<file path="config.mk">
export PLATFORM = sky130hd
export DESIGN_NAME = load_writeback
export DESIGN_NICKNAME = d
export VERILOG_FILES = /design/src/mem_pkg.sv /design/src/load_writeback.sv
export SDC_FILE = /design/constraint.sdc
export NUM_CORES = 1
export LEC_CHECK = 0
export BUFFER_PORTS_ARGS = -buffer_cell sky130_fd_sc_hd__buf_4
export CAP_MARGIN = 20
export CORE_MARGIN = 2
export CORE_UTILIZATION = 25
export DETAILED_ROUTE_END_ITERATION = 16
export GPL_TIMING_DRIVEN = 0
export PLACE_DENSITY = 0.68
export SLEW_MARGIN = 25
export SYNTH_ARGS = -nofsm -noshare
export SYNTH_HDL_FRONTEND = slang
export SYNTH_SLANG_ARGS = --single-unit
</file>
<file path="constraint.sdc">
create_clock -name vclk -period 3.6
set_clock_uncertainty 0.1 [all_clocks]
set_input_delay 0.18 -clock vclk [all_inputs]
set_output_delay 0.18 -clock vclk [all_outputs]
set_load 0.02 [all_outputs]
</file>
<file path="src/mem_pkg.sv">
package mem_pkg;

    // one-hot memory operation bits
    localparam int mem_lb  = 0;
    localparam int mem_lh  = 1;
    localparam int mem_lw  = 2;
    localparam int mem_lbu = 3;
    localparam int mem_lhu = 4;
    localparam int mem_sb  = 5;
    localparam int mem_sh  = 6;
    localparam int mem_sw  = 7;

    localparam int mul_lo   = 0;
    localparam int mul_hi_s = 1;
    localparam int mul_hi_u = 2;

    localparam int div_q_s = 0;
    localparam int div_q_u = 1;
    localparam int div_r_s = 2;
    localparam int div_r_u = 3;

    typedef struct packed {
        logic [31:0] pc;
        logic [31:0] result;
        logic [31:0] rkd_value;
        logic [31:0] src1;
        logic [31:0] src2;
        logic [7:0]  mem_op;
        logic [2:0]  mul_op;
        logic [3:0]  div_op;
        logic        res_from_mul;
        logic        res_from_div;
        logic        res_from_mem;
        logic        gr_we;
        logic        mem_we;
        logic [4:0]  dest;
        logic        has_exception;
        logic [5:0]  ecode;
    } ex_mem_t;

    typedef struct packed {
        logic [31:0] src1;
        logic [31:0] src2;
        logic [2:0]  mul_op;
        logic [3:0]  div_op;
        logic        is_div;
    } muldiv_req_t;

    typedef struct packed {
        logic [63:0] product;
        logic [31:0] quotient;
        logic [31:0] remainder;
    } muldiv_resp_t;

    // result holds the byte address for loads
    typedef struct packed {
        logic [31:0] pc;
        logic [31:0] result;
        logic [7:0]  mem_op;
        logic        res_from_mem;
        logic        gr_we;
        logic [4:0]  dest;
        logic        has_exception;
        logic [5:0]  ecode;
    } mem_wb_t;

    typedef struct packed {
        logic [31:0] pc;
        logic [4:0]  dest;
        logic        we;
        logic [31:0] data;
        logic        exc;
        logic [5:0]  ecode;
    } wb_t;

endpackage

</file>
<file path="src/load_writeback.sv">
`timescale 1ns/1ps

module load_writeback (
    input  logic             in_valid,
    input  mem_pkg::mem_wb_t in,
    input  logic [31:0]      rdata,
    output logic             wb_valid,
    output mem_pkg::wb_t     wb
);
    import mem_pkg::*;

    logic [31:0] shifted;
    logic [31:0] load_value;

    // move the addressed byte or half-word down to bit 0
    assign shifted = rdata >> {in.result[1:0], 3'b000};

    always_comb begin
        load_value = 32'd0;
        if (in.mem_op[mem_lb]) begin
            load_value = {{24{shifted[7]}}, shifted[7:0]};
        end else if (in.mem_op[mem_lbu]) begin
            load_value = {24'd0, shifted[7:0]};
        end else if (in.mem_op[mem_lh]) begin
            load_value = {{16{shifted[15]}}, shifted[15:0]};
        end else if (in.mem_op[mem_lhu]) begin
            load_value = {16'd0, shifted[15:0]};
        end else if (in.mem_op[mem_lw]) begin
            load_value = rdata;
        end
    end

    assign wb_valid = in_valid;
    assign wb.pc    = in.pc;
    assign wb.dest  = in.dest;
    assign wb.we    = in.gr_we & ~in.has_exception;
    assign wb.data  = in.res_from_mem ? load_value : in.result;
    assign wb.exc   = in.has_exception;
    assign wb.ecode = in.ecode;

endmodule

</file>
==> impl_metrics.tcl <==
set metrics [dict create \
    ir_drop_uv 77.5 \
    antenna_left 0 \
    fin_cells 439 \
    io_buffer_count 147 \
    path_max_fanout 10 \
    slew_violations 0 \
    num_rows 27 \
    power_density_nw_per_um2 156 \
    num_io_pins 197 \
    hp-class "input pin to output port" \
    grt_max_degree 11 \
    dp_hpwl_um 5410 \
    drive_gt1_share_pct 56.9 \
    combPwrFrac_pct 100.0 \
    sw_frac_of_total_pct 48.4 \
    dpl.cell_count 439 \
    routed_wl_um 6080 \
    setup_viol 0 \
    clkPwrFrac_pct 0 \
    drt-initial-drc-count 99 \
    synthCells 220 \
    cts_resized 0 \
    regArea_um2 0 \
    synth_top_cell_area_share_pct 24.4 \
    start_util_pct 25.7 \
    synth_warnings 0 \
    vias 1997 \
    fp.dieW_um 79.3 \
    synth_area_per_cell_um2 6.44 \
    die_area_um2 6290 \
    power_mw 0.408 \
    gp_congestion 0.853 \
    drc 0 \
    hold_violations 0 \
    grt.overflow.total 0 \
    grt.total_usage_pct 17.4 \
    synth_area_leader_cell "buf_4" \
    wl_per_cell_um 13.8 \
    max_cap_viol_count 0 \
    synth_common_cells "46 x buf_4, 35 x nor2_1, 31 x a21oi_1, 18 x nand2_1, 15 x nand2b_1" \
    crit_type "input pin to output port" \
    cts_setup_buffers 0 \
    period_needed_ns 1.99 \
    cp.arrival_ns 1.71 \
    leakagePower_nw 1.30 \
    grt_pass1_wl_um 8980 \
    nFlopsAndLatches 0 \
    worst_pin_slew_ns 0.559 \
    grt_pass1_vias 1897 \
    ys_seq_area_share_pct 0 \
    dp_slack_ns 1.57 \
    nClkBuffers 0 \
    avgViaCountPerCell 4.55 \
    syn_to_final_growth_pct 84.2 \
    synth_area_um2 1420 \
    finalNetCount 488 \
    status "complete, no violations" \
    core_um2 5510 \
    synthTopCellsByArea "buf_4 24%, mux4_2 11%, a21oi_1 11%" \
    antenna_found_initial 0 \
    holdBufCountCts 0 \
    hold_ws_ns 0.457 \
    worstSetupStartpointType "input pin" \
    synth.most_common_cell "buf_4" \
    p_switching_mw 0.198 \
    finalCritPeriodShare_pct 55.4 \
    fmax_mhz 502 \
    yosysUniqueCellTypes 27 \
    fin_ws_ns 1.61 \
    timing.slew.headroom_pct 62.6 \
    worstPathRequired_ns 3.32 \
    internal-power_mw 0.210 \
    finalSetupTns_ns 0 \
    crit_path_end_kind "output port" \
    die_h_um 79.3 \
    rsz0062_at_grt "false" \
    n_antenna_cell 0 \
    seqPwrFrac_pct 0 \
    first_pass_iters 4 \
    syn_nets 339 \
]
-- logic make-up (layout without fill, tap and decap cells) --
kind of cell,Yosys count,after routing,synth area share [%]
AND/OR/NAND/NOR,89,89,30.4
buffers and inverters,63,210,30.7
multiplexers,10,10,13.2
AO/OA/AOI/OAI,58,58,25.7
-- per-stage QoR --
stage / util [%] / instance area [um2]
final: 47.4 / 2610
after global routing: 47.4 / 2610
after CTS: 47.4 / 2610
after detailed placement: 47.4 / 2610
after global placement: 47.4 / 2610
after floorplan: - / 1420
-- placed cells by master (no fill, tap or decap), types with 7 or more instances in the layout --
master,instances
buf_4,193
nor2_1,35
a21oi_1,31
nand2_1,18
nand2b_1,15
clkbuf_1,10
nor2b_1,8
a21o_1,7
o211ai_1,7
mux4_2,7
nand3_1,7
a31oi_1,7
-- power groups by stage --
stage	clock, mW	combinational [mW]	sequential, mW
floorplan	0	0.224	0
global placement	0	0.407	0
detailed placement	0	0.411	0
CTS	0	0.412	0
global route	0	0.439	0
finish	0	0.408	0
-- worst max-delay path: stages --
cell	delay [ns]
buf_4	0.13
nor4_4	0.35
and2_1	0.17
buf_2	0.22
buf_2	0.26
nand2_1	0.08
a21oi_1	0.16
buf_4	0.16
-- path summary, 6_finish.rpt --
kind    from     end  slack [ns]  cells past startpoint
max   in[18]  wb[33]        1.61                      8
min   in[63]  wb[54]        0.46                      2
-- routing by layer --
| metal | GRT usage [%] | wire (um) |
|---|---|---|
| met5 | 0 | 0 |
| met4 | 0.690 | 20 |
| met2 | 34.7 | 3270 |
| met3 | 2.95 | 566 |
| met1 | 20.0 | 2220 |
-- cell type report --
class                      count  area [um2]
tap                           72        90.1
inverter                       1        3.75
multi-input combinational    157         982
buffer                        62         432
timing repair buffer         147        1100
fill                         569        2900
Note: power is estimated with default switching activity, not from simulation.
