<file path="config.mk">
export PLATFORM = sky130hd
export DESIGN_NAME = muldiv_unit
export DESIGN_NICKNAME = d
export VERILOG_FILES = /design/src/mem_pkg.sv /design/src/muldiv_unit.sv
export SDC_FILE = /design/constraint.sdc
export NUM_CORES = 2
export LEC_CHECK = 0
export BUFFER_PORTS_ARGS = -buffer_cell sky130_fd_sc_hd__buf_2
export CORE_AREA = 5 5 313 315
export CTS_BUF_LIST = sky130_fd_sc_hd__clkbuf_2
export DETAILED_ROUTE_END_ITERATION = 6
export DIE_AREA = 0 0 318 320
export GPL_TIMING_DRIVEN = 1
export PLACE_DENSITY_LB_ADDON = 0.15
export SYNTH_ARGS = -nofsm -noshare
export SYNTH_HDL_FRONTEND = slang
export SYNTH_SLANG_ARGS = --single-unit
</file>
<file path="constraint.sdc">
create_clock -name clk -period 10.8 [get_ports clk]
set_input_delay 1.08 -clock clk [delete_from_list [all_inputs] [get_ports clk]]
set_output_delay 1.08 -clock clk [all_outputs]
set_load 0.05 [all_outputs]
</file>
<file path="src/mem_pkg.sv">
package mem_pkg;

    // one-hot memory operation bits
    localparam int mem_lb  = 0;
    localparam int mem_lh  = 1;
    localparam int mem_lw  = 2;
    localparam int mem_lbu = 3;
    localparam int mem_lhu = 4;
    localparam int mem_sb  = 5;
    localparam int mem_sh  = 6;
    localparam int mem_sw  = 7;

    localparam int mul_lo   = 0;
    localparam int mul_hi_s = 1;
    localparam int mul_hi_u = 2;

    localparam int div_q_s = 0;
    localparam int div_q_u = 1;
    localparam int div_r_s = 2;
    localparam int div_r_u = 3;

    typedef struct packed {
        logic [31:0] pc;
        logic [31:0] result;
        logic [31:0] rkd_value;
        logic [31:0] src1;
        logic [31:0] src2;
        logic [7:0]  mem_op;
        logic [2:0]  mul_op;
        logic [3:0]  div_op;
        logic        res_from_mul;
        logic        res_from_div;
        logic        res_from_mem;
        logic        gr_we;
        logic        mem_we;
        logic [4:0]  dest;
        logic        has_exception;
        logic [5:0]  ecode;
    } ex_mem_t;

    typedef struct packed {
        logic [31:0] src1;
        logic [31:0] src2;
        logic [2:0]  mul_op;
        logic [3:0]  div_op;
        logic        is_div;
    } muldiv_req_t;

    typedef struct packed {
        logic [63:0] product;
        logic [31:0] quotient;
        logic [31:0] remainder;
    } muldiv_resp_t;

    // result holds the byte address for loads
    typedef struct packed {
        logic [31:0] pc;
        logic [31:0] result;
        logic [7:0]  mem_op;
        logic        res_from_mem;
        logic        gr_we;
        logic [4:0]  dest;
        logic        has_exception;
        logic [5:0]  ecode;
    } mem_wb_t;

    typedef struct packed {
        logic [31:0] pc;
        logic [4:0]  dest;
        logic        we;
        logic [31:0] data;
        logic        exc;
        logic [5:0]  ecode;
    } wb_t;

endpackage

</file>
<file path="src/muldiv_unit.sv">
`timescale 1ns/1ps

module muldiv_unit (
    input  logic                  clk,
    input  logic                  rst,
    input  logic                  flush,
    input  logic                  req_valid,
    input  mem_pkg::muldiv_req_t  req,
    input  logic                  resp_ready,
    output logic                  resp_valid,
    output mem_pkg::muldiv_resp_t resp
);
    import mem_pkg::*;

    logic        busy;
    logic [5:0]  step_cnt;
    logic [31:0] div_rem;
    logic [31:0] div_quo;
    logic [31:0] divisor;
    logic        quo_neg;
    logic        rem_neg;
    logic        div_signed;
    logic        mul_signed;
    logic [31:0] src1_mag;
    logic [31:0] src2_mag;
    logic [63:0] mul_full;

    // one restoring step, returns the new remainder and quotient
    function automatic logic [63:0] div_step(input logic [31:0] rem,
                                             input logic [31:0] quo,
                                             input logic [31:0] dsor);
        logic [32:0] shifted;
        logic [32:0] diff;
        shifted = {rem, quo[31]};
        diff    = shifted - {1'b0, dsor};
        if (diff[32]) begin
            return {shifted[31:0], quo[30:0], 1'b0};
        end
        return {diff[31:0], quo[30:0], 1'b1};
    endfunction

    assign div_signed = req.div_op[div_q_s] | req.div_op[div_r_s];
    assign mul_signed = ~req.mul_op[mul_hi_u];
    assign src1_mag   = (div_signed & req.src1[31]) ? -req.src1 : req.src1;
    assign src2_mag   = (div_signed & req.src2[31]) ? -req.src2 : req.src2;
    assign mul_full   = $signed({mul_signed & req.src1[31], req.src1})
                      * $signed({mul_signed & req.src2[31], req.src2});

    always_ff @(posedge clk) begin
        if (rst | flush) begin
            busy       <= 1'b0;
            step_cnt   <= 6'd0;
            resp_valid <= 1'b0;
        end else begin
            if (resp_valid & resp_ready) begin
                resp_valid <= 1'b0;
            end
            if (req_valid & req.is_div) begin
                busy     <= 1'b1;
                step_cnt <= 6'd1;
            end else if (req_valid) begin
                resp_valid <= 1'b1;
            end else if (busy & (step_cnt == 6'd32)) begin
                busy       <= 1'b0;
                resp_valid <= 1'b1;
            end else if (busy) begin
                step_cnt <= step_cnt + 6'd1;
            end
        end
    end

    // the first step is taken while loading, which gives 32 steps by count 32
    always_ff @(posedge clk) begin
        if (req_valid & req.is_div) begin
            {div_rem, div_quo} <= div_step(32'd0, src1_mag, src2_mag);
            divisor <= src2_mag;
            quo_neg <= div_signed & (req.src1[31] ^ req.src2[31]);
            rem_neg <= div_signed & req.src1[31];
        end else if (req_valid) begin
            resp.product <= mul_full;
        end else if (busy & (step_cnt == 6'd32)) begin
            resp.quotient  <= quo_neg ? -div_quo : div_quo;
            resp.remainder <= rem_neg ? -div_rem : div_rem;
        end else if (busy) begin
            {div_rem, div_quo} <= div_step(div_rem, div_quo, divisor);
        end
    end

endmodule

</file>
==> metrics <==
outcome=finished, final reports clean; WL/cell=19.9 um; Post-CTS Hold Buffers=0; RSZ-0062 raised after global routing=no; largest net degree at the start of global routing=72; Unique masters post-synth=81; Least-Margin Pin Slew=1.10 ns; Clk Latency, worst-skew pair=1.13 ns; CP max FO=16; die area=0.102 sq mm; initial antenna violation count=31; EDFF count, synth=226; DIE HEIGHT=320 um; final WL=134000 um; Setup Viol. Count Final=0; Synth top area share=44.5%; register area share after synthesis=13.7%; H-tree depth=3; top post-synthesis cells by count=inv_1 (1166), fa_1 (1126), nand2_1 (830); # clock sinks=234; Initial Util=53.5%; drt first-iter violations=2231; post-route ant nets=0; I/O pins=206; Crit path largest cell delay=0.71 ns; GP Congestion=0.885; Final Hold Fails=0; Tmin final=9.04 ns; post-synthesis instance total=5327; CTS Buf Count=67; first-pass GRT wire length=217000 um; post-CTS setup buffers=0; Clock transition at path regs=0.09 ns; GR Overflow Total=0; All-Layer GR Usage=27.0%; WHS=0.204 ns; syn nets=6783; Post-synth top flop=edfxtp_1; nets=6843; Pre-antenna DRT Iters=5; row count=113; setup_tns=0 ns; Worst Path Required=11.66 ns; clock root cell=clkbuf_2; Yosys top cell by area=fa_1; Worst Setup End Kind=register; layout cells sized above 1=8.30%; Slew Limit Fails=0; Synth Register Bits=234; most common cell in the synthesized netlist=inv_1; MaxCap Viol Count=0; via count=36400; Clock Skews=0.110 ns; Chip Width=318 um; Max clock buf depth=3; Via density=5.42; core area=0.0946 sq mm; Hold WC Path Type=in -> reg; synthesized cell area=0.0506 sq mm; dpl hpwl=108000 um; post-CTS sizing=0; crit path kind=in -> reg; CTS tree=done; Tcrit/Tclk final=83.7%; Max Fclk=111 MHz; most frequent CP cell=fa_1; slew margin rel.=26.4%; vias in the first global route=38900; Ys Warns=0; DRC viols=0; Area contributors post-synth=fa_1 (45%), edfxtp_1 (13%), inv_1 (8.6%); Layout Utilization=56.6%; post-synthesis area per instance=9.50 sq um; type of origin of the critical path=primary input; asr flop ratio synth=0%; Area Growth Syn to Fin=5.71%; Port Buffers=201; slowest stage cell, crit path=fa_1; crit path DAT=9.90 ns
[cells by family (layout without fill, tap and decap cells)]
logic type | count (synthesis) | in the layout | share of synthesized area [%]
AOI/OAI and AO/OA | 440 | 440 | 5.64
xor gates and xnor gates | 229 | 229 | 3.96
adders and majority gates | 1379 | 1379 | 50.8
buffers and inverters | 1473 | 1578 | 11.0
DFF | 234 | 234 | 13.7
muxes | 30 | 30 | 0.606
other | 0 | 19 | 0
and+or+nand+nor | 1542 | 1542 | 14.3
[layout by cell type, fill, tap and decap left out, drive strengths merged, types with 135 or more instances in the layout]
cell	Yosys	final
and2	367	367
buf	54	298
edfxtp	226	226
fa	1126	1126
ha	253	253
inv	1166	1169
nand2	832	832
nor2	135	135
o21ai	135	135
xnor2	167	167
[final timing paths]
path | cells after the start | startpoint | endpoint | slack [ns]
min | 2 | rst | busy$_SDFFE_PP0P_ | 0.20
max reg2reg | 14 | div_quo[31]$_DFFE_PP_ | div_rem[17]$_DFFE_PP_ | 6.37
min reg2reg | 2 | step_cnt[5]$_SDFFE_PP0P_ | step_cnt[5]$_SDFFE_PP0P_ | 0.51
max | 32 | req[71] | resp[126]$_DFFE_PP_ | 1.76
[registers in the layout, indices dropped and copies added (netlist names)]
register    count
rem_neg         1
step_cnt        6
resp_valid      1
resp          128
busy            1
div_quo        32
divisor        32
quo_neg         1
div_rem        32
[area by class of cell]
class | count | area (sq um)
diodes | 19 | 47.5
clock buffers | 96 | 480
clock inverters | 18 | 119
fillers | 8565 | 41100
inverters | 1166 | 4380
multi-input cells | 3620 | 38200
flip-flops and latches | 234 | 6950
well taps | 1265 | 1580
repair buffers | 298 | 1810
[metal layers]
metal	global-route usage, %	share of wire [%]	vias up	wire length [um]
met4	10.9	4.2	4	5640
met2	46.4	50	1176	67000
met5	0	0.022	-	30
li1	-	-	16100	-
met3	3.76	5.8	270	7760
met1	35.0	40	18800	53100
[through the flow]
step	instances	cell area [sq um]	worst slack, ns
2_1_floorplan	5327	50600	1.91
3_3_place_gp	6583	52900	0.759
3_5_place_dp	6583	52900	0.600
4_1_cts	6697	53500	1.85
5_1_grt	6715	53500	1.49
6_report	6716	53500	1.76
[critical path: cells and delay by family]
family	cells	cell delay, ns
buffers and inverters	12	1.64
AND/OR/NAND/NOR	4	0.53
adder cells (fa/ha/maj)	9	4.66
XOR/XNOR	1	0.12
AO/OA/AOI/OAI	6	1.82
Power is left out: the tool's default activity adds up to more than one toggle a clock period on the data nets, which glitch-free logic cannot reach.
