File: src/mem_pkg.sv
package mem_pkg;

    // one-hot memory operation bits
    localparam int mem_lb  = 0;
    localparam int mem_lh  = 1;
    localparam int mem_lw  = 2;
    localparam int mem_lbu = 3;
    localparam int mem_lhu = 4;
    localparam int mem_sb  = 5;
    localparam int mem_sh  = 6;
    localparam int mem_sw  = 7;

    localparam int mul_lo   = 0;
    localparam int mul_hi_s = 1;
    localparam int mul_hi_u = 2;

    localparam int div_q_s = 0;
    localparam int div_q_u = 1;
    localparam int div_r_s = 2;
    localparam int div_r_u = 3;

    typedef struct packed {
        logic [31:0] pc;
        logic [31:0] result;
        logic [31:0] rkd_value;
        logic [31:0] src1;
        logic [31:0] src2;
        logic [7:0]  mem_op;
        logic [2:0]  mul_op;
        logic [3:0]  div_op;
        logic        res_from_mul;
        logic        res_from_div;
        logic        res_from_mem;
        logic        gr_we;
        logic        mem_we;
        logic [4:0]  dest;
        logic        has_exception;
        logic [5:0]  ecode;
    } ex_mem_t;

    typedef struct packed {
        logic [31:0] src1;
        logic [31:0] src2;
        logic [2:0]  mul_op;
        logic [3:0]  div_op;
        logic        is_div;
    } muldiv_req_t;

    typedef struct packed {
        logic [63:0] product;
        logic [31:0] quotient;
        logic [31:0] remainder;
    } muldiv_resp_t;

    // result holds the byte address for loads
    typedef struct packed {
        logic [31:0] pc;
        logic [31:0] result;
        logic [7:0]  mem_op;
        logic        res_from_mem;
        logic        gr_we;
        logic [4:0]  dest;
        logic        has_exception;
        logic [5:0]  ecode;
    } mem_wb_t;

    typedef struct packed {
        logic [31:0] pc;
        logic [4:0]  dest;
        logic        we;
        logic [31:0] data;
        logic        exc;
        logic [5:0]  ecode;
    } wb_t;

endpackage

File: src/mem_stage.sv
`timescale 1ns/1ps

module mem_stage (
    input  logic                  clk,
    input  logic                  rst,
    input  logic                  flush,
    input  logic                  in_valid,
    input  mem_pkg::ex_mem_t      entry,
    output logic                  take,
    input  logic                  out_ready,
    output logic                  out_valid,
    output mem_pkg::mem_wb_t      out,
    output logic                  resp_ready,
    input  logic                  resp_valid,
    input  mem_pkg::muldiv_resp_t resp,
    output logic                  ram_en,
    output logic [3:0]            ram_we,
    output logic [31:0]           ram_addr,
    output logic [31:0]           ram_wdata
);
    import mem_pkg::*;

    logic        needs_md;
    logic        ready_go;
    logic        advance;
    logic [31:0] sel_result;
    logic [3:0]  lane_mask;

    assign needs_md   = entry.res_from_mul | entry.res_from_div;
    // the response is only consumed in a cycle the stage can advance
    assign resp_ready = in_valid & needs_md & ~entry.has_exception & out_ready;
    assign ready_go   = ~in_valid | flush | entry.has_exception | ~needs_md
                      | (resp_ready & resp_valid);
    assign advance    = in_valid & ready_go & out_ready;

    // a flushed entry is dropped even while writeback is stalled
    assign take = in_valid & (flush | (ready_go & out_ready));

    always_comb begin
        sel_result = entry.result;
        if (entry.res_from_div) begin
            if (entry.div_op[div_q_s] | entry.div_op[div_q_u]) begin
                sel_result = resp.quotient;
            end else if (entry.div_op[div_r_s] | entry.div_op[div_r_u]) begin
                sel_result = resp.remainder;
            end
        end else if (entry.res_from_mul) begin
            if (entry.mul_op[mul_lo]) begin
                sel_result = resp.product[31:0];
            end else if (entry.mul_op[mul_hi_s] | entry.mul_op[mul_hi_u]) begin
                sel_result = resp.product[63:32];
            end
        end
    end

    always_comb begin
        lane_mask = 4'b0000;
        ram_wdata = entry.rkd_value;
        if (entry.mem_op[mem_sb]) begin
            lane_mask = 4'b0001 << entry.result[1:0];
            ram_wdata = {4{entry.rkd_value[7:0]}};
        end else if (entry.mem_op[mem_sh]) begin
            lane_mask = 4'b0011 << {entry.result[1], 1'b0};
            ram_wdata = {2{entry.rkd_value[15:0]}};
        end else if (entry.mem_op[mem_sw]) begin
            lane_mask = 4'b1111;
        end
    end

    assign ram_en   = advance;
    assign ram_we   = {4{advance & ~flush & ~entry.has_exception & entry.mem_we}} & lane_mask;
    assign ram_addr = {entry.result[31:2], 2'b00};

    always_ff @(posedge clk) begin
        if (rst) begin
            out_valid <= 1'b0;
        end else if (out_ready) begin
            out_valid <= in_valid & ready_go & ~flush;
        end
    end

    always_ff @(posedge clk) begin
        if (advance) begin
            out.pc            <= entry.pc;
            out.result        <= sel_result;
            out.mem_op        <= entry.mem_op;
            out.res_from_mem  <= entry.res_from_mem;
            out.gr_we         <= entry.gr_we;
            out.dest          <= entry.dest;
            out.has_exception <= entry.has_exception;
            out.ecode         <= entry.ecode;
        end
    end

endmodule

File: config.mk
export PLATFORM = sky130hd
export DESIGN_NAME = mem_stage
export DESIGN_NICKNAME = d
export VERILOG_FILES = /design/src/mem_pkg.sv /design/src/mem_stage.sv
export SDC_FILE = /design/constraint.sdc
export NUM_CORES = 1
export LEC_CHECK = 0
export ABC_AREA = 0
export BUFFER_PORTS_ARGS = -buffer_cell sky130_fd_sc_hd__clkbuf_2
export CORE_AREA = 2 2 188 190
export CTS_BUF_LIST = sky130_fd_sc_hd__clkbuf_8
export DETAILED_ROUTE_END_ITERATION = 10
export DIE_AREA = 0 0 190 192
export GPL_ROUTABILITY_DRIVEN = 0
export MAX_ROUTING_LAYER = met4
export PLACE_DENSITY = 0.4
export SYNTH_ARGS = -nofsm -noshare
export SYNTH_HDL_FRONTEND = slang
export SYNTH_SLANG_ARGS = --single-unit
File: constraint.sdc
create_clock -name clk -period 5 [get_ports clk]
set_input_delay 0 -clock clk [delete_from_list [all_inputs] [get_ports clk]]
set_output_delay 0 -clock clk [all_outputs]
set_load 0.02 [all_outputs]
==> results.ini, run 1 <==
[status]
status=complete, no violations

[placed_design]
dp_slack_ns=2.96
io_buffers=417
dp.cells=1276
dp_hpwl_mm=17.8

[critical_path]
required_ns=5.13
worstSetupStartpointType=primary input
r2r-start=out_valid
crit_fanout=38
path_class=primary input to flop
rrSetupSlack_ns=3.50
arrival_ns=2.40
reg2reg_depth=3
cp-end-kind=flop
worstReg2RegEnd=out_valid

[die]
core_mm2=0.0343
ios=484
dieArea_mm2=0.0365
rows=68
die_h_um=192
die_w_um=190
start_util_pct=16.4

[routing]
ant_nets=0
first_pass_iters=4
drt_iter0_markers=163
wire_per_inst_um=17.6
drt_wl_total_mm=25.0
route.detailed.drc=0
vias=5915
via_per_inst=4.16

[timing]
final.setup.worst_slack_ns=2.73
worst_pin_slew_ns=0.954
maxSlewViolCount=0
max_freq_ghz=0.441
fin_crit_sh_pct=45.4
relSlewSlack_pct=36.4
final-setup-viol-count=0
period_needed_ns=2.27
hold_viol_final=0
setup_tns_ns=0
rsz0062_at_grt=false
skew_ns=0

[clock_tree]
root_buffer=clkbuf_8
postCtsSetupBuffers=0
cts_buffer_depth=2
cts_tree=done
htreeDepth=3
clock_sinks=87
clk_pin_slew_ns=0.10
clk_latency_ns=0.37
cts-buffers-inserted=9

[yosys]
synth_ff_type=edfxtp_1
synth-async-reset-ratio_pct=0
synth_edf_count=86
synth_top_area_share_pct=45.9
synth_cells=480
synth_cell_types=39
yosysWarnings=0
seq_area_frac_synth_pct=46.2
ys_ff_latch=87
netlist_area_mm2=0.00563
synth.avg_cell_area_um2=11.7
ys_top_cells_by_area=edfxtp_1 (46%), mux2i_1 (7.3%), buf_4 (6.5%)
yosys.area.top_type=edfxtp_1

[flow_run]
drv_cap=0

[grt]
grt_pass1_vias=6264
antenna_found_initial=2
grt_max_degree=65
overflow=0
grt_first_pass_wirelength_mm=35.7
grtUsageTotal_pct=13.4

[power]
powerDensity_mw_per_mm2=222
peakVddDrop_uv=101
p_leak_nw=3.87

[hold_path]
hold_path.class=primary input to flop
min_path_cells=3
hold_path_end=out[27]
holdCritStartpoint=resp[5]

[finish]
mostFrequentLayoutCell=clkbuf_2
final_cell_mix=clkbuf_2 (416), dlygate4sd3_1 (131), edfxtp_1 (86), mux2i_1 (41)
final_layout_size_suffix_gt1_share_pct=47.1
layout.cells.non_filler=1422
final_nets=1289
syn_to_final_growth_pct=64.1

[worst max-delay path, stage by stage]
cell	delay [ns]
clkbuf_2	0.07
buf_4	0.49
nor2_4	0.04
buf_4	0.30
a32oi_1	0.20
dlygate4sd3_1	0.57
o211ai_1	0.09
dlygate4sd3_1	0.60
[layer usage]
| metal | GRT usage [%] | routed length, um | vias up |
|---|---|---|---|
| met5 | - | 0 | - |
| met4 | 3.40 | 276 | 0 |
| met3 | 2.65 | 1710 | 16 |
| met2 | 24.3 | 12700 | 299 |
| met1 | 15.1 | 10300 | 2776 |
| li1 | - | - | 2824 |
[layout make-up]
type                            count  area (um2)
Timing Repair Buffer              556        3460
Sequential cell                    87        2600
Clock buffer                        9         124
Fill cell                        3732       25000
Clock inverter                      5        58.8
Tap cell                          455         569
Multi-Input combinational cell    300        2390
Antenna cell                        1        2.50
Inverter                            9        33.8
[metrics by stage]
step	hold WS (ns)	utilization, %	cell area (um2)	power [mW]
4_1_cts	0.00170	26.9	9240	2.11
5_1_grt	0.0199	26.9	9240	2.18
6_report	0.0320	26.9	9240	2.05
3_3_place_gp	0.178	22.6	7740	1.45
3_5_place_dp	0.179	22.6	7740	1.45
2_1_floorplan	0.0887	-	5630	1.23
[report_power, final]
group	internal [mW]	total, mW	switching, mW
combinational	0.296	0.648	0.352
sequential	0.867	0.882	0.0155
clock	0.228	0.520	0.292
total	1.39	2.05	0.659
[cells in the mapped netlist (2+ instances only)]
library cell	count
a21oi_1	5
a32oi_1	30
and2_1	2
buf_2	10
buf_4	49
buf_6	12
clkbuf_1	11
clkbuf_4	3
edfxtp_1	86
inv_1	9
mux2_1	8
mux2i_1	41
nand2_1	11
nand2b_1	34
nor2_1	3
nor2_4	3
nor2b_1	2
nor3b_1	34
o211ai_1	31
o21a_1	33
o21ai_0	8
o21ai_1	9
o311ai_1	22
o311ai_2	9
[timing repair]
action | in CTS | in global routing
hold buffers | 131 | 0
gates resized for setup | 0 | 0
hold endpoints to repair | 82 | 0
[cell families after synthesis]
family	after synthesis	synth area share, %
muxes	49	8.89
other	1	0.0666
DFF	87	46.2
and+or+nand+nor	95	11.0
buffers and inverters	94	11.6
AOI/OAI and AO/OA	154	22.2
[flip-flops by register name, summed over array words and instances (netlist names)]
register and flops:
out_valid 1, out 86
[worst max path at each step]
stage	startpoint	to	slack, ns	depth (start not counted)
6_report	entry[15]	out[43]	2.73	8
5_1_grt	entry[15]	out[36]	2.62	8
4_1_cts	entry[15]	out[44]	2.79	8
3_5_place_dp	entry[15]	out[52]	2.96	5
3_3_place_gp	entry[15]	out[52]	2.97	5
2_1_floorplan	entry[15]	out[0]	0.26	4
No activity file was read; power rests on OpenSTA's default activity.
==> inputs of run 2 (changes only) <==
--- a/config.mk
+++ b/config.mk
@@ -7,13 +7,13 @@
 export LEC_CHECK = 0
 export ABC_AREA = 0
 export BUFFER_PORTS_ARGS = -buffer_cell sky130_fd_sc_hd__clkbuf_2
-export CORE_AREA = 2 2 188 190
+export CORE_AREA = 2 2 187 189
 export CTS_BUF_LIST = sky130_fd_sc_hd__clkbuf_8
 export DETAILED_ROUTE_END_ITERATION = 10
-export DIE_AREA = 0 0 190 192
+export DIE_AREA = 0 0 189 191
 export GPL_ROUTABILITY_DRIVEN = 0
 export MAX_ROUTING_LAYER = met4
-export PLACE_DENSITY = 0.4
+export PLACE_DENSITY = 0.42
 export SYNTH_ARGS = -nofsm -noshare
 export SYNTH_HDL_FRONTEND = slang
 export SYNTH_SLANG_ARGS = --single-unit
==> constraint.sdc (replaced) <==
create_clock -name clk -period 1.85 [get_ports clk]
set_input_delay 0 -clock clk [delete_from_list [all_inputs] [get_ports clk]]
set_output_delay 0 -clock clk [all_outputs]
set_load 0.02 [all_outputs]
==> results.ini, run 2 (synthesis gave the netlist of run 1 again) <==
[placed_design]
dp_slack_ns=0.220  ; -2.74 ns
place_area_mm2=0.00793  ; +2.4%
dp.cells=1287  ; +0.86%
io_buffers=417  ; unchanged
dp_hpwl_mm=18.6  ; +4.3%

[status]
status=complete, no violations

[critical_path]
arrival_ns=1.99  ; -0.41 ns
cp-end-kind=flop
required_ns=2.13  ; -3.00 ns
path_class=primary input to flop
rrSetupSlack_ns=0.36  ; -3.14 ns
worstSetupStartpointType=primary input
crit_fanout=31  ; -18%
reg2reg_depth=3  ; unchanged
critPathSlowestCell=and2b_2
r2r-start=out_valid
crit_chain=clkbuf_2, and2b_2, o311ai_0, o211ai_1, dlygate4sd3_1
worstReg2RegEnd=out_valid
cp_slowest_stage_delay_ns=0.79  ; +0.19 ns

[clock_tree]
clock_sinks=87  ; unchanged
postCtsSetupBuffers=0  ; unchanged
root_buffer=clkbuf_8
cts_buffer_depth=2  ; unchanged
clk_pin_slew_ns=0.13  ; +0.03 ns
clk_latency_ns=0.39  ; +0.02 ns
cts_tree=done
htreeDepth=3  ; unchanged
cts-buffers-inserted=9  ; unchanged

[power]
pwr-share-comb_pct=31.4  ; -0.2 points
cell_internal_pwr_mw=3.80  ; +170%
p_seq_share_pct=42.1  ; -0.9 points
p_leak_nw=3.98  ; +2.9%
design_power_total_mw=5.66  ; +180%
switchingPower_mw=1.86  ; +180%
powerDensity_mw_per_mm2=596  ; +170%
swShare_pct=32.9  ; +0.70 points
peakVddDrop_uv=297  ; +200%
p_clk_share_pct=26.5  ; +1.1 points

[grt]
grt_max_degree=54  ; -17%
grtUsageTotal_pct=13.9  ; +0.53 points
antenna_found_initial=0  ; -2
grt_first_pass_wirelength_mm=36.7  ; +3.0%
overflow=0  ; unchanged
grt_pass1_vias=6344  ; +1.3%

[die]
start_util_pct=16.5  ; +0.082 points
core_mm2=0.0341  ; -0.50%
die_h_um=191  ; -0.52%
ios=484  ; unchanged
dieArea_mm2=0.0361  ; -1.0%
rows=68  ; unchanged
die_w_um=189  ; -0.53%

[timing]
worst_pin_slew_ns=0.922  ; -0.0316 ns
period_needed_ns=1.71
fin_crit_sh_pct=92.5
hold_viol_final=0  ; unchanged
maxSlewViolCount=0  ; unchanged
setup_tns_ns=0  ; unchanged
max_freq_ghz=0.584
rsz0062_at_grt=false
relSlewSlack_pct=38.5  ; +2.1 points
hold_ws_ns=0.0298  ; -0.00227 ns
final-setup-viol-count=0  ; unchanged
skew_ns=0  ; unchanged
final.setup.worst_slack_ns=0.138  ; -2.59 ns

[finish]
largest_register=out
layout.cells.non_filler=1439  ; +1.2%
num-fill-cells=3664  ; -1.8%
final_layout_size_suffix_gt1_share_pct=47.8  ; +0.66 points
final_cell_mix=clkbuf_2 (417), dlygate4sd3_1 (136), edfxtp_1 (86), mux2i_1 (41)
mostFrequentLayoutCell=clkbuf_2
largest_reg_flops=86  ; unchanged
largestRegisters=out (86), out_valid (1)
syn_to_final_growth_pct=68.8
final_area_mm2=0.00950  ; +2.8%
antenna_cells=0  ; -1
final_nets=1305  ; +1.2%
final_util_pct=27.8  ; +0.90 points

[routing]
first_pass_iters=5  ; +1
ant_nets=0  ; unchanged
wire_per_inst_um=17.5  ; -0.36%
drt_iter0_markers=238  ; +46%
vias=6078  ; +2.8%
route.detailed.drc=0  ; unchanged
drt_wl_total_mm=25.2  ; +0.83%
via_per_inst=4.22  ; +1.5%

[flow_run]
drv_cap=0  ; unchanged

[hold_path]
holdCritStartpoint=resp[6]
hold_path.class=primary input to flop
hold_path_end=out[28]
min_path_cells=3  ; unchanged

==> run 2: cell count changes in the layout (fill, tap and decap cells not counted), sizes merged <==
cell,delta
buf,+10
clkbuf,+1
clkinv,+1
diode,-1
dlygate4sd3,+5
inv,+1
==> run 2: how the worst max path moves through the flow <==
stage,to,slack [ns],cells after the start,start
after detailed placement,out[52],0.22,4,entry[16]
after CTS,out[24],0.03,6,entry[18]
after global routing,out[52],0.02,5,entry[16]
final,out[52],0.14,5,entry[16]
after global placement,out[52],0.22,4,entry[15]
after floorplan,out[0],-0.28,4,entry[15]
==> run 2: repair_timing <==
| action | CTS | global route |
|---|---|---|
| hold buffers | 138 | 0 |
| resized for setup | 0 | 2 |
| endpoints found under the setup margin | 0 | 3 |
| endpoints found under the hold margin | 85 | 0 |
==> run 2: routing by layer <==
| metal | track usage, % | part of all wire, % |
|---|---|---|
| met1 | 15.5 | 40 |
| met5 | - | 0 |
| met2 | 24.9 | 51 |
| met4 | 4.39 | 1.7 |
| met3 | 2.81 | 6.5 |
==> run 2: power by group through the flow <==
stage	sequential [mW]	combinational (mW)	clock [mW]
2_1_floorplan	2.62	0.697	0
3_3_place_gp	2.43	1.54	0
3_5_place_dp	2.43	1.54	0
4_1_cts	2.39	1.80	1.60
5_1_grt	2.40	1.93	1.65
6_report	2.38	1.78	1.50
==> run 2: critical path: cells and delay by family <==
family                 cells  cell delay [ns]
and+or+nand+nor            1             0.79
buffers and inverters      2             0.74
AOI/OAI and AO/OA          2             0.45
==> run 2: final cells by class <==
type	instances	area [um2]	area share, %
tap	455	569	5.99
sequential	87	2600	27.4
clock inverter	7	80.1	0.843
multi-input combinational	300	2410	25.4
clock buffer	9	124	1.30
timing repair buffer	572	3680	38.8
inverter	9	33.8	0.356
