==> config.mk <==
export PLATFORM = sky130hd
export DESIGN_NAME = ex_issue_reg
export DESIGN_NICKNAME = d
export VERILOG_FILES = /design/src/mem_pkg.sv /design/src/ex_issue_reg.sv
export SDC_FILE = /design/constraint.sdc
export NUM_CORES = 1
export LEC_CHECK = 0
export BUFFER_PORTS_ARGS = -buffer_cell sky130_fd_sc_hd__buf_2
export CORE_AREA = 2 2 181 183
export CTS_CLUSTER_SIZE = 8
export DETAILED_ROUTE_END_ITERATION = 8
export DIE_AREA = 0 0 183 185
export HOLD_SLACK_MARGIN = 0.03
export SLEW_MARGIN = 20
export SYNTH_ARGS = -nofsm -noshare
export SYNTH_HDL_FRONTEND = slang
export SYNTH_SLANG_ARGS = --single-unit
export TNS_END_PERCENT = 10
==> constraint.sdc <==
create_clock -name clk -period 23.3 [get_ports clk]
set_input_delay 2.33 -clock clk [delete_from_list [all_inputs] [get_ports clk]]
set_output_delay 2.33 -clock clk [all_outputs]
set_load 0.02 [all_outputs]
==> src/mem_pkg.sv <==
package mem_pkg;

    // one-hot memory operation bits
    localparam int mem_lb  = 0;
    localparam int mem_lh  = 1;
    localparam int mem_lw  = 2;
    localparam int mem_lbu = 3;
    localparam int mem_lhu = 4;
    localparam int mem_sb  = 5;
    localparam int mem_sh  = 6;
    localparam int mem_sw  = 7;

    localparam int mul_lo   = 0;
    localparam int mul_hi_s = 1;
    localparam int mul_hi_u = 2;

    localparam int div_q_s = 0;
    localparam int div_q_u = 1;
    localparam int div_r_s = 2;
    localparam int div_r_u = 3;

    typedef struct packed {
        logic [31:0] pc;
        logic [31:0] result;
        logic [31:0] rkd_value;
        logic [31:0] src1;
        logic [31:0] src2;
        logic [7:0]  mem_op;
        logic [2:0]  mul_op;
        logic [3:0]  div_op;
        logic        res_from_mul;
        logic        res_from_div;
        logic        res_from_mem;
        logic        gr_we;
        logic        mem_we;
        logic [4:0]  dest;
        logic        has_exception;
        logic [5:0]  ecode;
    } ex_mem_t;

    typedef struct packed {
        logic [31:0] src1;
        logic [31:0] src2;
        logic [2:0]  mul_op;
        logic [3:0]  div_op;
        logic        is_div;
    } muldiv_req_t;

    typedef struct packed {
        logic [63:0] product;
        logic [31:0] quotient;
        logic [31:0] remainder;
    } muldiv_resp_t;

    // result holds the byte address for loads
    typedef struct packed {
        logic [31:0] pc;
        logic [31:0] result;
        logic [7:0]  mem_op;
        logic        res_from_mem;
        logic        gr_we;
        logic [4:0]  dest;
        logic        has_exception;
        logic [5:0]  ecode;
    } mem_wb_t;

    typedef struct packed {
        logic [31:0] pc;
        logic [4:0]  dest;
        logic        we;
        logic [31:0] data;
        logic        exc;
        logic [5:0]  ecode;
    } wb_t;

endpackage

==> src/ex_issue_reg.sv <==
`timescale 1ns/1ps

module ex_issue_reg (
    input  logic                 clk,
    input  logic                 rst,
    input  logic                 in_valid,
    input  mem_pkg::ex_mem_t     in_entry,
    output logic                 in_ready,
    input  logic                 take,
    output logic                 valid,
    output mem_pkg::ex_mem_t     entry,
    output logic                 req_valid,
    output mem_pkg::muldiv_req_t req
);
    logic accept;

    assign in_ready = ~rst & (~valid | take);
    assign accept   = in_valid & in_ready;

    always_ff @(posedge clk) begin
        if (rst) begin
            valid     <= 1'b0;
            req_valid <= 1'b0;
        end else begin
            if (accept) begin
                valid <= 1'b1;
            end else if (take) begin
                valid <= 1'b0;
            end
            // an excepting entry never reaches the multiplier or divider
            req_valid <= accept & (in_entry.res_from_mul | in_entry.res_from_div)
                         & ~in_entry.has_exception;
        end
    end

    always_ff @(posedge clk) begin
        if (accept) begin
            entry <= in_entry;
        end
    end

    assign req.src1   = entry.src1;
    assign req.src2   = entry.src2;
    assign req.mul_op = entry.mul_op;
    assign req.div_op = entry.div_op;
    assign req.is_div = entry.res_from_div;

endmodule

==> flow_summary_export.csv, run 1 <==
group,metric,value,unit
floorplanning,ioPinCount,463,
yosys,synth_most_common_cell,"edfxtp_1",
global_routing,grt-ovfl-total,0,
sta,worstMarginPinSlew,0.960,ns
sta,fin_skew,0.00656,ns
critical_path,end_kind,"output pin",
cts,clk_latency,0.43,ns
cts,htreeDepth,4,
yosys,synth_top_cell_by_area,"edfxtp_1",
critical_path,path_max_fanout,4,
critical_path,crit_type,"primary input to output pin",
global_routing,grt_pass1_wl,24.0,mm
power_and_ir_drop,ir_drop,0.0472,mV
route,vias_per_cell,3.58,
cts,numCtsBuffers,17,
yosys,ys_ff_latch,194,
cts,cts_tree,"built",
yosys,synth-compound-area-share,0.274,%
critical_path,reg2regPathDepth,4,
critical_path,cp-endpoint,"in_ready",
job,drv_cap,0,
critical_path,worstSetupStartpoint,"take",
yosys,synth_ff_type,"edfxtp_1",
floorplanning,core,0.0320,mm^2
route,wl_per_cell,16.2,um
yosys,synth_common_cells,"192 x edfxtp_1, 72 x buf_4, 2 x dfxtp_1",
final_layout,num_antenna_cells,0,
sta,maxSlewViolCount,0,
final_layout,nets,882,
final_layout,drive_gt1_share,71.5,%
global_routing,grt_pass1_vias,4012,
floorplanning,die-area,0.0339,mm^2
yosys,synth_top_family_by_area,"buffers and inverters",
min_path,hold_start,"valid",
power_and_ir_drop,p_per_area,81.1,mW/mm^2
sta,rsz0062_at_grt,"false",
yosys,syn-num-nets,469,
cts,clkTransAtPathRegs,0.07,ns
route,postRouteAntennaNets,0,
yosys,avgSynthCellArea,23.5,um^2
yosys,syn_inst,273,
sta,timing.final.ws_setup,18.14,ns
critical_path,cp.arrival,2.83,ns
sta,finalSetupViolCount,0,
critical_path,r2r-end,"entry[102]",
critical_path,r2r_slack,21.09,ns
floorplanning,fp.dieW,183,um
status,outcome,"complete, no violations",
global_routing,antenna_found_initial,3,
yosys,synthMuxAreaShare,0,%
route,firstDrtPassIters,4,
min_path,min_path_type,"register to register",
critical_path,reg2reg_from,"valid",
critical_path,worstPathRequired,20.97,ns
route,drc,0,
final_layout,syn_to_final_growth,44.6,%
cts,post_cts_resized,0,
route,wl,18.0,mm
placed_design,port_buffers,462,
sta,final.min_clock_period,5.16,ns
yosys,synth-async-reset-ratio,0,%
critical_path,critPathLaunchType,"primary input",
yosys,yosysTopAreaCellShare,90.1,%
floorplanning,die_h,185,um
sta,fin_tns_setup,0,ns
yosys,synth-xor-area-share,0,%
route,drt_iter0_drc,143,
yosys,synthSimpleGateAreaFrac,0.547,%
cts,root_buffer,"clkbuf_16",
cts,cts.sinks,194,
sta,hold_viol_final,0,
yosys,synth_cell_types,10,
yosys,ys_seq_area_share,90.7,%
placed_design,place_congestion,0.732,
cts,clockBufferDepth,2,
yosys,synthAdderAreaFrac,0,%
cts,hold_buffers,0,
placed_design,dp_slack,18.13,ns
global_routing,grt_use_total,10.1,%
placed_design,hpwlAfterDp,14.1,mm
floorplanning,initial_core_util,20.0,%
sta,finalCritPeriodShare,22.2,%
cts,postCtsSetupRepairBufs,0,
sta,whs,0.638,ns
sta,slew_headroom,36.0,%
yosys,synth_edf_count,192,
yosys,yosysWarnings,0,
power_and_ir_drop,p_leak,3.93,nW
global_routing,grt_max_degree,75,
sta,fmax,194,MHz
route,vias,3955,
floorplanning,fp-row-count,66,
yosys,yosys-top-cells-area,"edfxtp_1 90%, buf_4 8.4%, dfxtp_1 0.63%",
yosys,synth.cell_area,0.00640,mm^2
-- critical path: stages --
cell	delay [ns]
buf_2	0.11
nor2b_4	0.15
nor2_1	0.08
buf_2	0.16
-- cell type report --
cell class | instances | area (um^2)
Inverter | 1 | 3.75
Multi-Input combinational cell | 6 | 57.6
Fill cell | 3308 | 22800
Timing Repair Buffer | 466 | 2340
Clock buffer | 17 | 425
Sequential cell | 194 | 5810
Clock inverter | 14 | 115
Tap cell | 408 | 510
-- cell families after synthesis --
logic type	after synthesis
DFF	194
buffers and inverters	73
and+or+nand+nor	4
AOI/OAI and AO/OA	2
-- placed cells by master (no fill, tap or decap) --
cell type and instances:
buf_2 462, buf_4 4, bufinv_16 1, clkbuf_16 17, clkinv_1 2, clkinv_2 4
clkinv_4 2, clkinvlp_4 3, dfxtp_1 2, edfxtp_1 192, inv_1 1, inv_6 2
nor2_1 1, nor2b_4 1, nor3_2 1, nor4_2 1, o21ba_2 1, o21bai_1 1
-- worst min path at each step --
stage | endpoint | depth (start not counted) | slack, ns
finish | req_valid | 2 | 0.64
global route | req_valid | 2 | 0.68
CTS | req_valid | 2 | 0.64
detailed placement | req_valid | 2 | 0.62
global placement | req_valid | 2 | 0.61
floorplan | req_valid | 2 | 0.73
-- where the power goes --
part	leakage [nW]	total, mW	switching (mW)	internal, mW
clock network	0.260	0.277	0.131	0.146
registers	1.81	0.407	0.00513	0.402
logic	1.86	0.0678	0.0437	0.0241
-- stage by stage --
stage | std cells | area, um^2 | power (mW) | utilization [%]
2_1_floorplan | 273 | 6400 | 0.458 | -
3_3_place_gp | 1075 | 8720 | 0.482 | 27.2
3_5_place_dp | 1075 | 8720 | 0.484 | 27.2
4_1_cts | 1106 | 9260 | 0.764 | 28.9
5_1_grt | 1106 | 9260 | 0.781 | 28.9
6_report | 1106 | 9260 | 0.751 | 28.9
-- metal layers --
layer	vias up	GRT usage (%)	wire length (um)
met4	6	4.22	245
met5	-	0	41
met2	285	17.2	9080
li1	1780	-	-
met1	1865	10.3	6470
met3	19	5.47	2130
-- registers in the layout, indices dropped and copies added, names as in the netlist --
register   cells
entry        192
valid          1
req_valid      1
(Power assumes the default switching activity.)
==> inputs of run 2 (changes only) <==
CORE_AREA = 2 2 179 181   (was 2 2 181 183)
DIE_AREA = 0 0 181 183   (was 0 0 183 185)
clock period = 5.3 ns   (was 23.3 ns; I/O delays follow)
==> run 2 against run 1 <==
Register-to-register slack got worse by 18 ns. Combinational power grew to 4.5 times the previous value. Core utilization increased by 0.99 points. First-iteration DRC count up 7.7%. Clock skew barely moved. Clock-buffer cell count is the same. Cell area grew 0.81%. Non-clock buffer count fell by 1. Via count up 1.4%. Worst setup slack got worse by 15 ns. Clock power rose to 4.7 times the previous value. Critical path type is now register to register. Critical endpoint is now entry[132]. Highest routed layer unchanged.
==> flow_summary_export.csv, run 2 (same netlist as run 1, synthesis figures left out) <==
group,metric,value,unit
status,outcome,"complete, no violations",
route,drt_iter0_drc,154,
route,wl,18.5,mm
route,vias,4010,
final_layout,regMostFlops,"entry",
floorplanning,core,0.0312,mm^2
final_layout,layout_common_cells,"462 x buf_2, 192 x edfxtp_1, 17 x clkbuf_16",
final_layout,drive_gt1_share,71.8,%
cts,numCtsBuffers,17,
global_routing,grt_pass1_wl,25.3,mm
global_routing,antenna_found_initial,3,
floorplanning,initial_core_util,20.5,%
power_and_ir_drop,ir_drop,0.217,mV
final_layout,syn_to_final_growth,45.8,%
final_layout,top_regs,"entry (192), req_valid (1), valid (1)",
power_and_ir_drop,p_leak,3.96,nW
route,vias_per_cell,3.64,
global_routing,grt_max_degree,97,
route,postRouteAntennaNets,0,
critical_path,critPathLaunchType,"register",
placed_design,place_congestion,0.761,
cts,hold_buffers,0,
sta,fin_skew,0.00672,ns
route,firstDrtPassIters,4,
placed_design,hpwlAfterDp,14.7,mm
sta,maxSlewViolCount,0,
sta,rsz0062_at_grt,"false",
sta,fmax,474,MHz
global_routing,grt-ovfl-total,0,
cts,clk_latency,0.44,ns
floorplanning,die-area,0.0331,mm^2
sta,fin_tns_setup,0,ns
cts,post_cts_resized,0,
cts,clkTransAtPathRegs,0.08,ns
critical_path,r2r-end,"entry[132]",
global_routing,busiest_layer,"met2",
floorplanning,ioPinCount,463,
critical_path,r2r_slack,3.19,ns
placed_design,place_area,0.00874,mm^2
route,drc,0,
critical_path,reg2reg_from,"valid",
sta,hold_viol_final,0,
sta,worstMarginPinSlew,0.744,ns
min_path,min_path_type,"primary input to register",
final_layout,layout_commonest_cell,"buf_2",
cts,root_buffer,"clkbuf_16",
power_and_ir_drop,p_per_area,364,mW/mm^2
final_layout,final_area,0.00934,mm^2
critical_path,reg2regPathDepth,4,
global_routing,grt_use_total,10.8,%
sta,slew_headroom,50.4,%
route,wl_per_cell,16.8,um
final_layout,largest_register_ffs,192,
critical_path,worstSetupStartpoint,"valid",
final_layout,seqCellArea,0.00581,mm^2
cts,cts_tree,"built",
cts,postCtsSetupRepairBufs,0,
global_routing,globalRouteMet1Util,11.8,%
final_layout,nets,881,
final_layout,multiInputGateArea,63.8,um^2
cts,htreeDepth,4,
global_routing,grt_pass1_vias,4099,
sta,final.min_clock_period,2.11,ns
critical_path,crit_type,"register to register",
sta,finalSetupViolCount,0,
critical_path,end_kind,"register",
floorplanning,fp.dieW,181,um
critical_path,cp-endpoint,"entry[132]",
cts,clockBufferDepth,2,
cts,cts.sinks,194,
floorplanning,fp-row-count,65,
final_layout,nFillCells,3142,
global_routing,grtUsageMet3,5.36,%
global_routing,use_met2,17.7,%
job,drv_cap,0,
critical_path,cp.arrival,2.18,ns
placed_design,port_buffers,462,
sta,finalCritPeriodShare,39.8,%
floorplanning,die_h,183,um
critical_path,path_max_fanout,58,
critical_path,worstPathRequired,5.37,ns
==> run 2: cell count changes in the layout (fill, tap and decap cells not counted), moves of 2 or more <==
cell and change:
inv_8 +3, inv_6 +2, clkinv_2 -3, clkinvlp_4 -2, buf_4 -2
==> run 2: how the worst min path moves through the flow <==
stage          slack (ns)  cells after the start          to          start
6_report             0.26                      1   entry[77]   in_entry[77]
4_1_cts              0.21                      1  entry[128]  in_entry[128]
5_1_grt              0.22                      1  entry[128]  in_entry[128]
3_3_place_gp         0.63                      2   req_valid          valid
2_1_floorplan        0.60                      1   req_valid            rst
3_5_place_dp         0.63                      2   req_valid          valid
==> run 2: worst max-delay path: stages, from the launching register on <==
cell     delay, ns
dfxtp_1       0.31
nor2b_4       0.14
nor3_4        0.09
buf_4         0.45
buf_4         0.68
==> run 2: cell type report <==
| type | instances | share of cell area, % |
|---|---|---|
| clock buffers | 17 | 4.56 |
| multi-input cells | 6 | 0.684 |
| diodes | 1 | 0.0268 |
| well taps | 402 | 5.39 |
| repair buffers | 465 | 25.1 |
| inverters | 1 | 0.174 |
| flip-flops and latches | 194 | 62.2 |
| clock inverters | 15 | 1.84 |
==> run 2: per-stage QoR <==
step	hold slack, ns	std cells	worst slack [ns]	util [%]	total power, mW
2_1_floorplan	0.603	273	-0.252	-	1.99
3_3_place_gp	0.626	1068	2.79	28.0	2.13
3_5_place_dp	0.633	1068	2.78	28.0	2.13
4_1_cts	0.210	1100	3.17	29.9	3.47
5_1_grt	0.216	1101	3.05	29.9	3.54
6_report	0.257	1101	3.19	29.9	3.40
==> run 2: per-layer routing <==
metal,up-vias,part of all wire (%)
li1,1785,-
met1,1909,38
met2,291,49
met3,21,11
met4,4,1.9
met5,-,0.16
==> run 2: power breakdown <==
part,switching [mW],total [mW],internal [mW]
registers,0.0229,1.79,1.76
logic,0.197,0.305,0.108
clock network,0.598,1.31,0.710
total,0.818,3.40,2.58
==> inputs of run 3 (changes only) <==
ABC_AREA = 1   (was default)
clock period = 2 ns   (was 5.3 ns; I/O delays follow)
==> run 3 against run 2 <==
Flip-flop and latch count unchanged. Clock power rose to 2.5 times the previous value. Clock-buffer cell count rose by 1. Clock skew rose by 0.0066 ns. Via count grew 18%. Die area unchanged. Sequential power grew to 2.6 times the previous value. Synthesized cell count rose by 1.8%.
==> flow_summary_export.csv, run 3 <==
group,metric,value,unit
power_and_ir_drop,p_sw_share,24.3,%
final_layout,nFillCells,2969,
yosys,yosysTopAreaCellShare,90.0,%
yosys,ys_seq_area_share,90.6,%
placed_design,dp_cells,1081,
global_routing,grt_pass1_wl,28.7,mm
yosys,ys_ff_latch,194,
route,postRouteAntennaNets,0,
yosys,synth_top_cell_by_area,"edfxtp_1",
floorplanning,die_h,183,um
sta,worstMarginPinSlew,0.271,ns
route,wl_per_cell,15.5,um
critical_path,path_max_fanout,43,
final_layout,num_antenna_cells,0,
cts,clockBufferDepth,2,
floorplanning,core,0.0312,mm^2
power_and_ir_drop,netSwitchingPower,2.23,mW
yosys,synth_common_cells,"192 x edfxtp_1, 72 x buf_4, 4 x inv_1, 3 x nor2_1",
global_routing,antenna_found_initial,2,
yosys,synth_most_common_cell,"edfxtp_1",
critical_path,critical-path-max-stage-delay,0.53,ns
global_routing,grt_use_total,11.8,%
power_and_ir_drop,p_int,6.97,mW
yosys,synth.cell_area,0.00641,mm^2
sta,fin_skew,0.0133,ns
critical_path,crit_chain,"dlygate4sd3_1 -> buf_2 -> inv_1 -> nand3_2 -> clkinvlp_4 -> buf_12 -> buf_12",
yosys,yosysWarnings,0,
power_and_ir_drop,clkPwrFrac,36.1,%
sta,slew_headroom,81.9,%
cts,root_buffer,"clkbuf_16",
cts,clkTransAtPathRegs,0.07,ns
final_layout,syn_to_final_growth,77.0,%
route,wl,20.3,mm
cts,post_cts_resized,0,
cts,htreeDepth,4,
yosys,synth-async-reset-ratio,0,%
final_layout,nets,1088,
final_layout,top_regs,"entry (192), req_valid (1), valid (1)",
power_and_ir_drop,p_leak,4.81,nW
sta,rsz0062_at_grt,"false",
cts,cts.sinks,194,
floorplanning,initial_core_util,20.5,%
yosys,synth_cell_types,9,
final_layout,largest_register_ffs,192,
floorplanning,fp.dieW,181,um
job,drv_cap,0,
cts,postCtsSetupRepairBufs,0,
critical_path,path_delay_family,"buffers and inverters",
critical_path,cp_slowest_cell,"dlygate4sd3_1",
power_and_ir_drop,ir_drop,0.521,mV
final_layout,regMostFlops,"entry",
sta,fmax,636,MHz
final_layout,layout_common_cells,"462 x buf_2, 194 x dlygate4sd3_1, 192 x edfxtp_1",
final_layout,fin_cells,1306,
cts,numCtsBuffers,17,
power_and_ir_drop,p_per_area,812,mW/mm^2
floorplanning,die-area,0.0331,mm^2
final_layout,seqCellArea,0.00581,mm^2
status,outcome,"complete, no violations",
yosys,yosys-top-cells-area,"edfxtp_1 90%, buf_4 8.4%, dfxtp_1 0.63%",
cts,clk_latency,0.43,ns
sta,maxSlewViolCount,0,
placed_design,hpwlAfterDp,13.9,mm
cts,hold_buffers,194,
final_layout,multiInputGateArea,47.5,um^2
min_path,min_path_type,"primary input to register",
yosys,avgSynthCellArea,23.0,um^2
placed_design,place_congestion,0.757,
global_routing,grt_max_degree,45,
critical_path,end_kind,"register",
critical_path,crit_top_cell,"buf_12",
final_layout,layout_commonest_cell,"buf_2",
power_and_ir_drop,seqPwrFrac,51.5,%
yosys,synth_edf_count,192,
yosys,synth_ff_type,"edfxtp_1",
route,vias,4742,
placed_design,port_buffers,462,
sta,final.min_clock_period,1.57,ns
yosys,syn_inst,278,
power_and_ir_drop,total_power,9.20,mW
critical_path,crit_buf_inv,6,
route,drt_iter0_drc,183,
floorplanning,ioPinCount,463,
critical_path,cp.arrival,1.69,ns
sta,finalCritPeriodShare,78.6,%
floorplanning,fp-row-count,65,
final_layout,drive_gt1_share,56.2,%
global_routing,grt-ovfl-total,0,
critical_path,crit_type,"primary input to register",
power_and_ir_drop,pwr-share-comb,12.4,%
route,drc,0,
global_routing,grt_pass1_vias,5005,
sta,finalSetupViolCount,0,
yosys,syn-num-nets,474,
sta,hold_viol_final,0,
cts,cts_tree,"built",
route,vias_per_cell,3.63,
critical_path,worstPathRequired,2.12,ns
critical_path,critPathLaunchType,"primary input",
route,firstDrtPassIters,4,
==> run 3: changes by cell type in the layout (fill, tap and decap cells not counted), moves of 2 or more <==
cell and change:
buf_12 +4, buf_4 +4, clkinv_4 -2, clkinvlp_4 +4, dlygate4sd3_1 +194, inv_1 +3, inv_6 -2, nor2_1 +2
nor2_2 +2
==> run 3: layer usage <==
metal,global-route usage [%],part of all wire [%],vias to the layer above
met5,0,0.15,-
met4,4.13,1.2,4
met3,4.17,7.6,18
met2,20.6,51,264
met1,13.3,40,2262
li1,-,-,2194
==> run 3: area by class of cell <==
cell class              instances  share of cell area [%]
inverters                       4                   0.166
repair buffers                667                    38.8
clock inverters                13                    1.14
flip-flops and latches        194                    51.2
multi-input cells               8                   0.419
well taps                     402                    4.44
clock buffers                  18                    3.79
==> run 3: final timing paths <==
kind                 start        end  slack [ns]  cells after the start
setup reg to reg     valid  entry[93]        0.53                      5
hold reg to reg      valid  req_valid        0.57                      3
setup / recovery       rst  entry[93]        0.43                      7
hold / removal    in_valid  req_valid        0.06                      3
==> run 3: through the flow <==
| stage | hold WS, ns | instance area (um^2) | util, % | setup WS [ns] | setup TNS (ns) |
|---|---|---|---|---|---|
| finish | 0.0627 | 11300 | 36.3 | 0.428 | 0 |
| global route | 0.0527 | 11300 | 36.3 | 0.355 | 0 |
| CTS | 0.0368 | 11300 | 36.3 | 0.468 | 0 |
| detailed placement | 0.378 | 8840 | 28.3 | 0.531 | 0 |
| global placement | 0.376 | 8840 | 28.3 | 0.548 | 0 |
| floorplan | 0.263 | 6420 | - | -1.76 | -337.35 |
==> run 3: cells by family (layout without fill, tap and decap cells) <==
| group | after synthesis | count (layout) | synth area share [%] |
|---|---|---|---|
| simple gates | 7 | 7 | 0.586 |
| flops | 194 | 194 | 90.6 |
| buf+inv | 76 | 702 | 8.67 |
| compound gates | 1 | 1 | 0.117 |
==> run 3: power by group through the flow <==
stage	Combinational [mW]	Sequential, mW	Clock [mW]
after global routing	1.21	4.75	3.62
after floorplan	0.223	5.05	0
after CTS	1.14	4.73	3.45
after global placement	0.824	4.82	0
final	1.14	4.74	3.33
after detailed placement	0.833	4.82	0
==> run 3: worst reg2reg max path: stages (launching register included) <==
cell	delay (ns)
dfxtp_4	0.35
nand2_2	0.07
nand3_2	0.09
clkinvlp_4	0.13
buf_12	0.25
buf_12	0.27
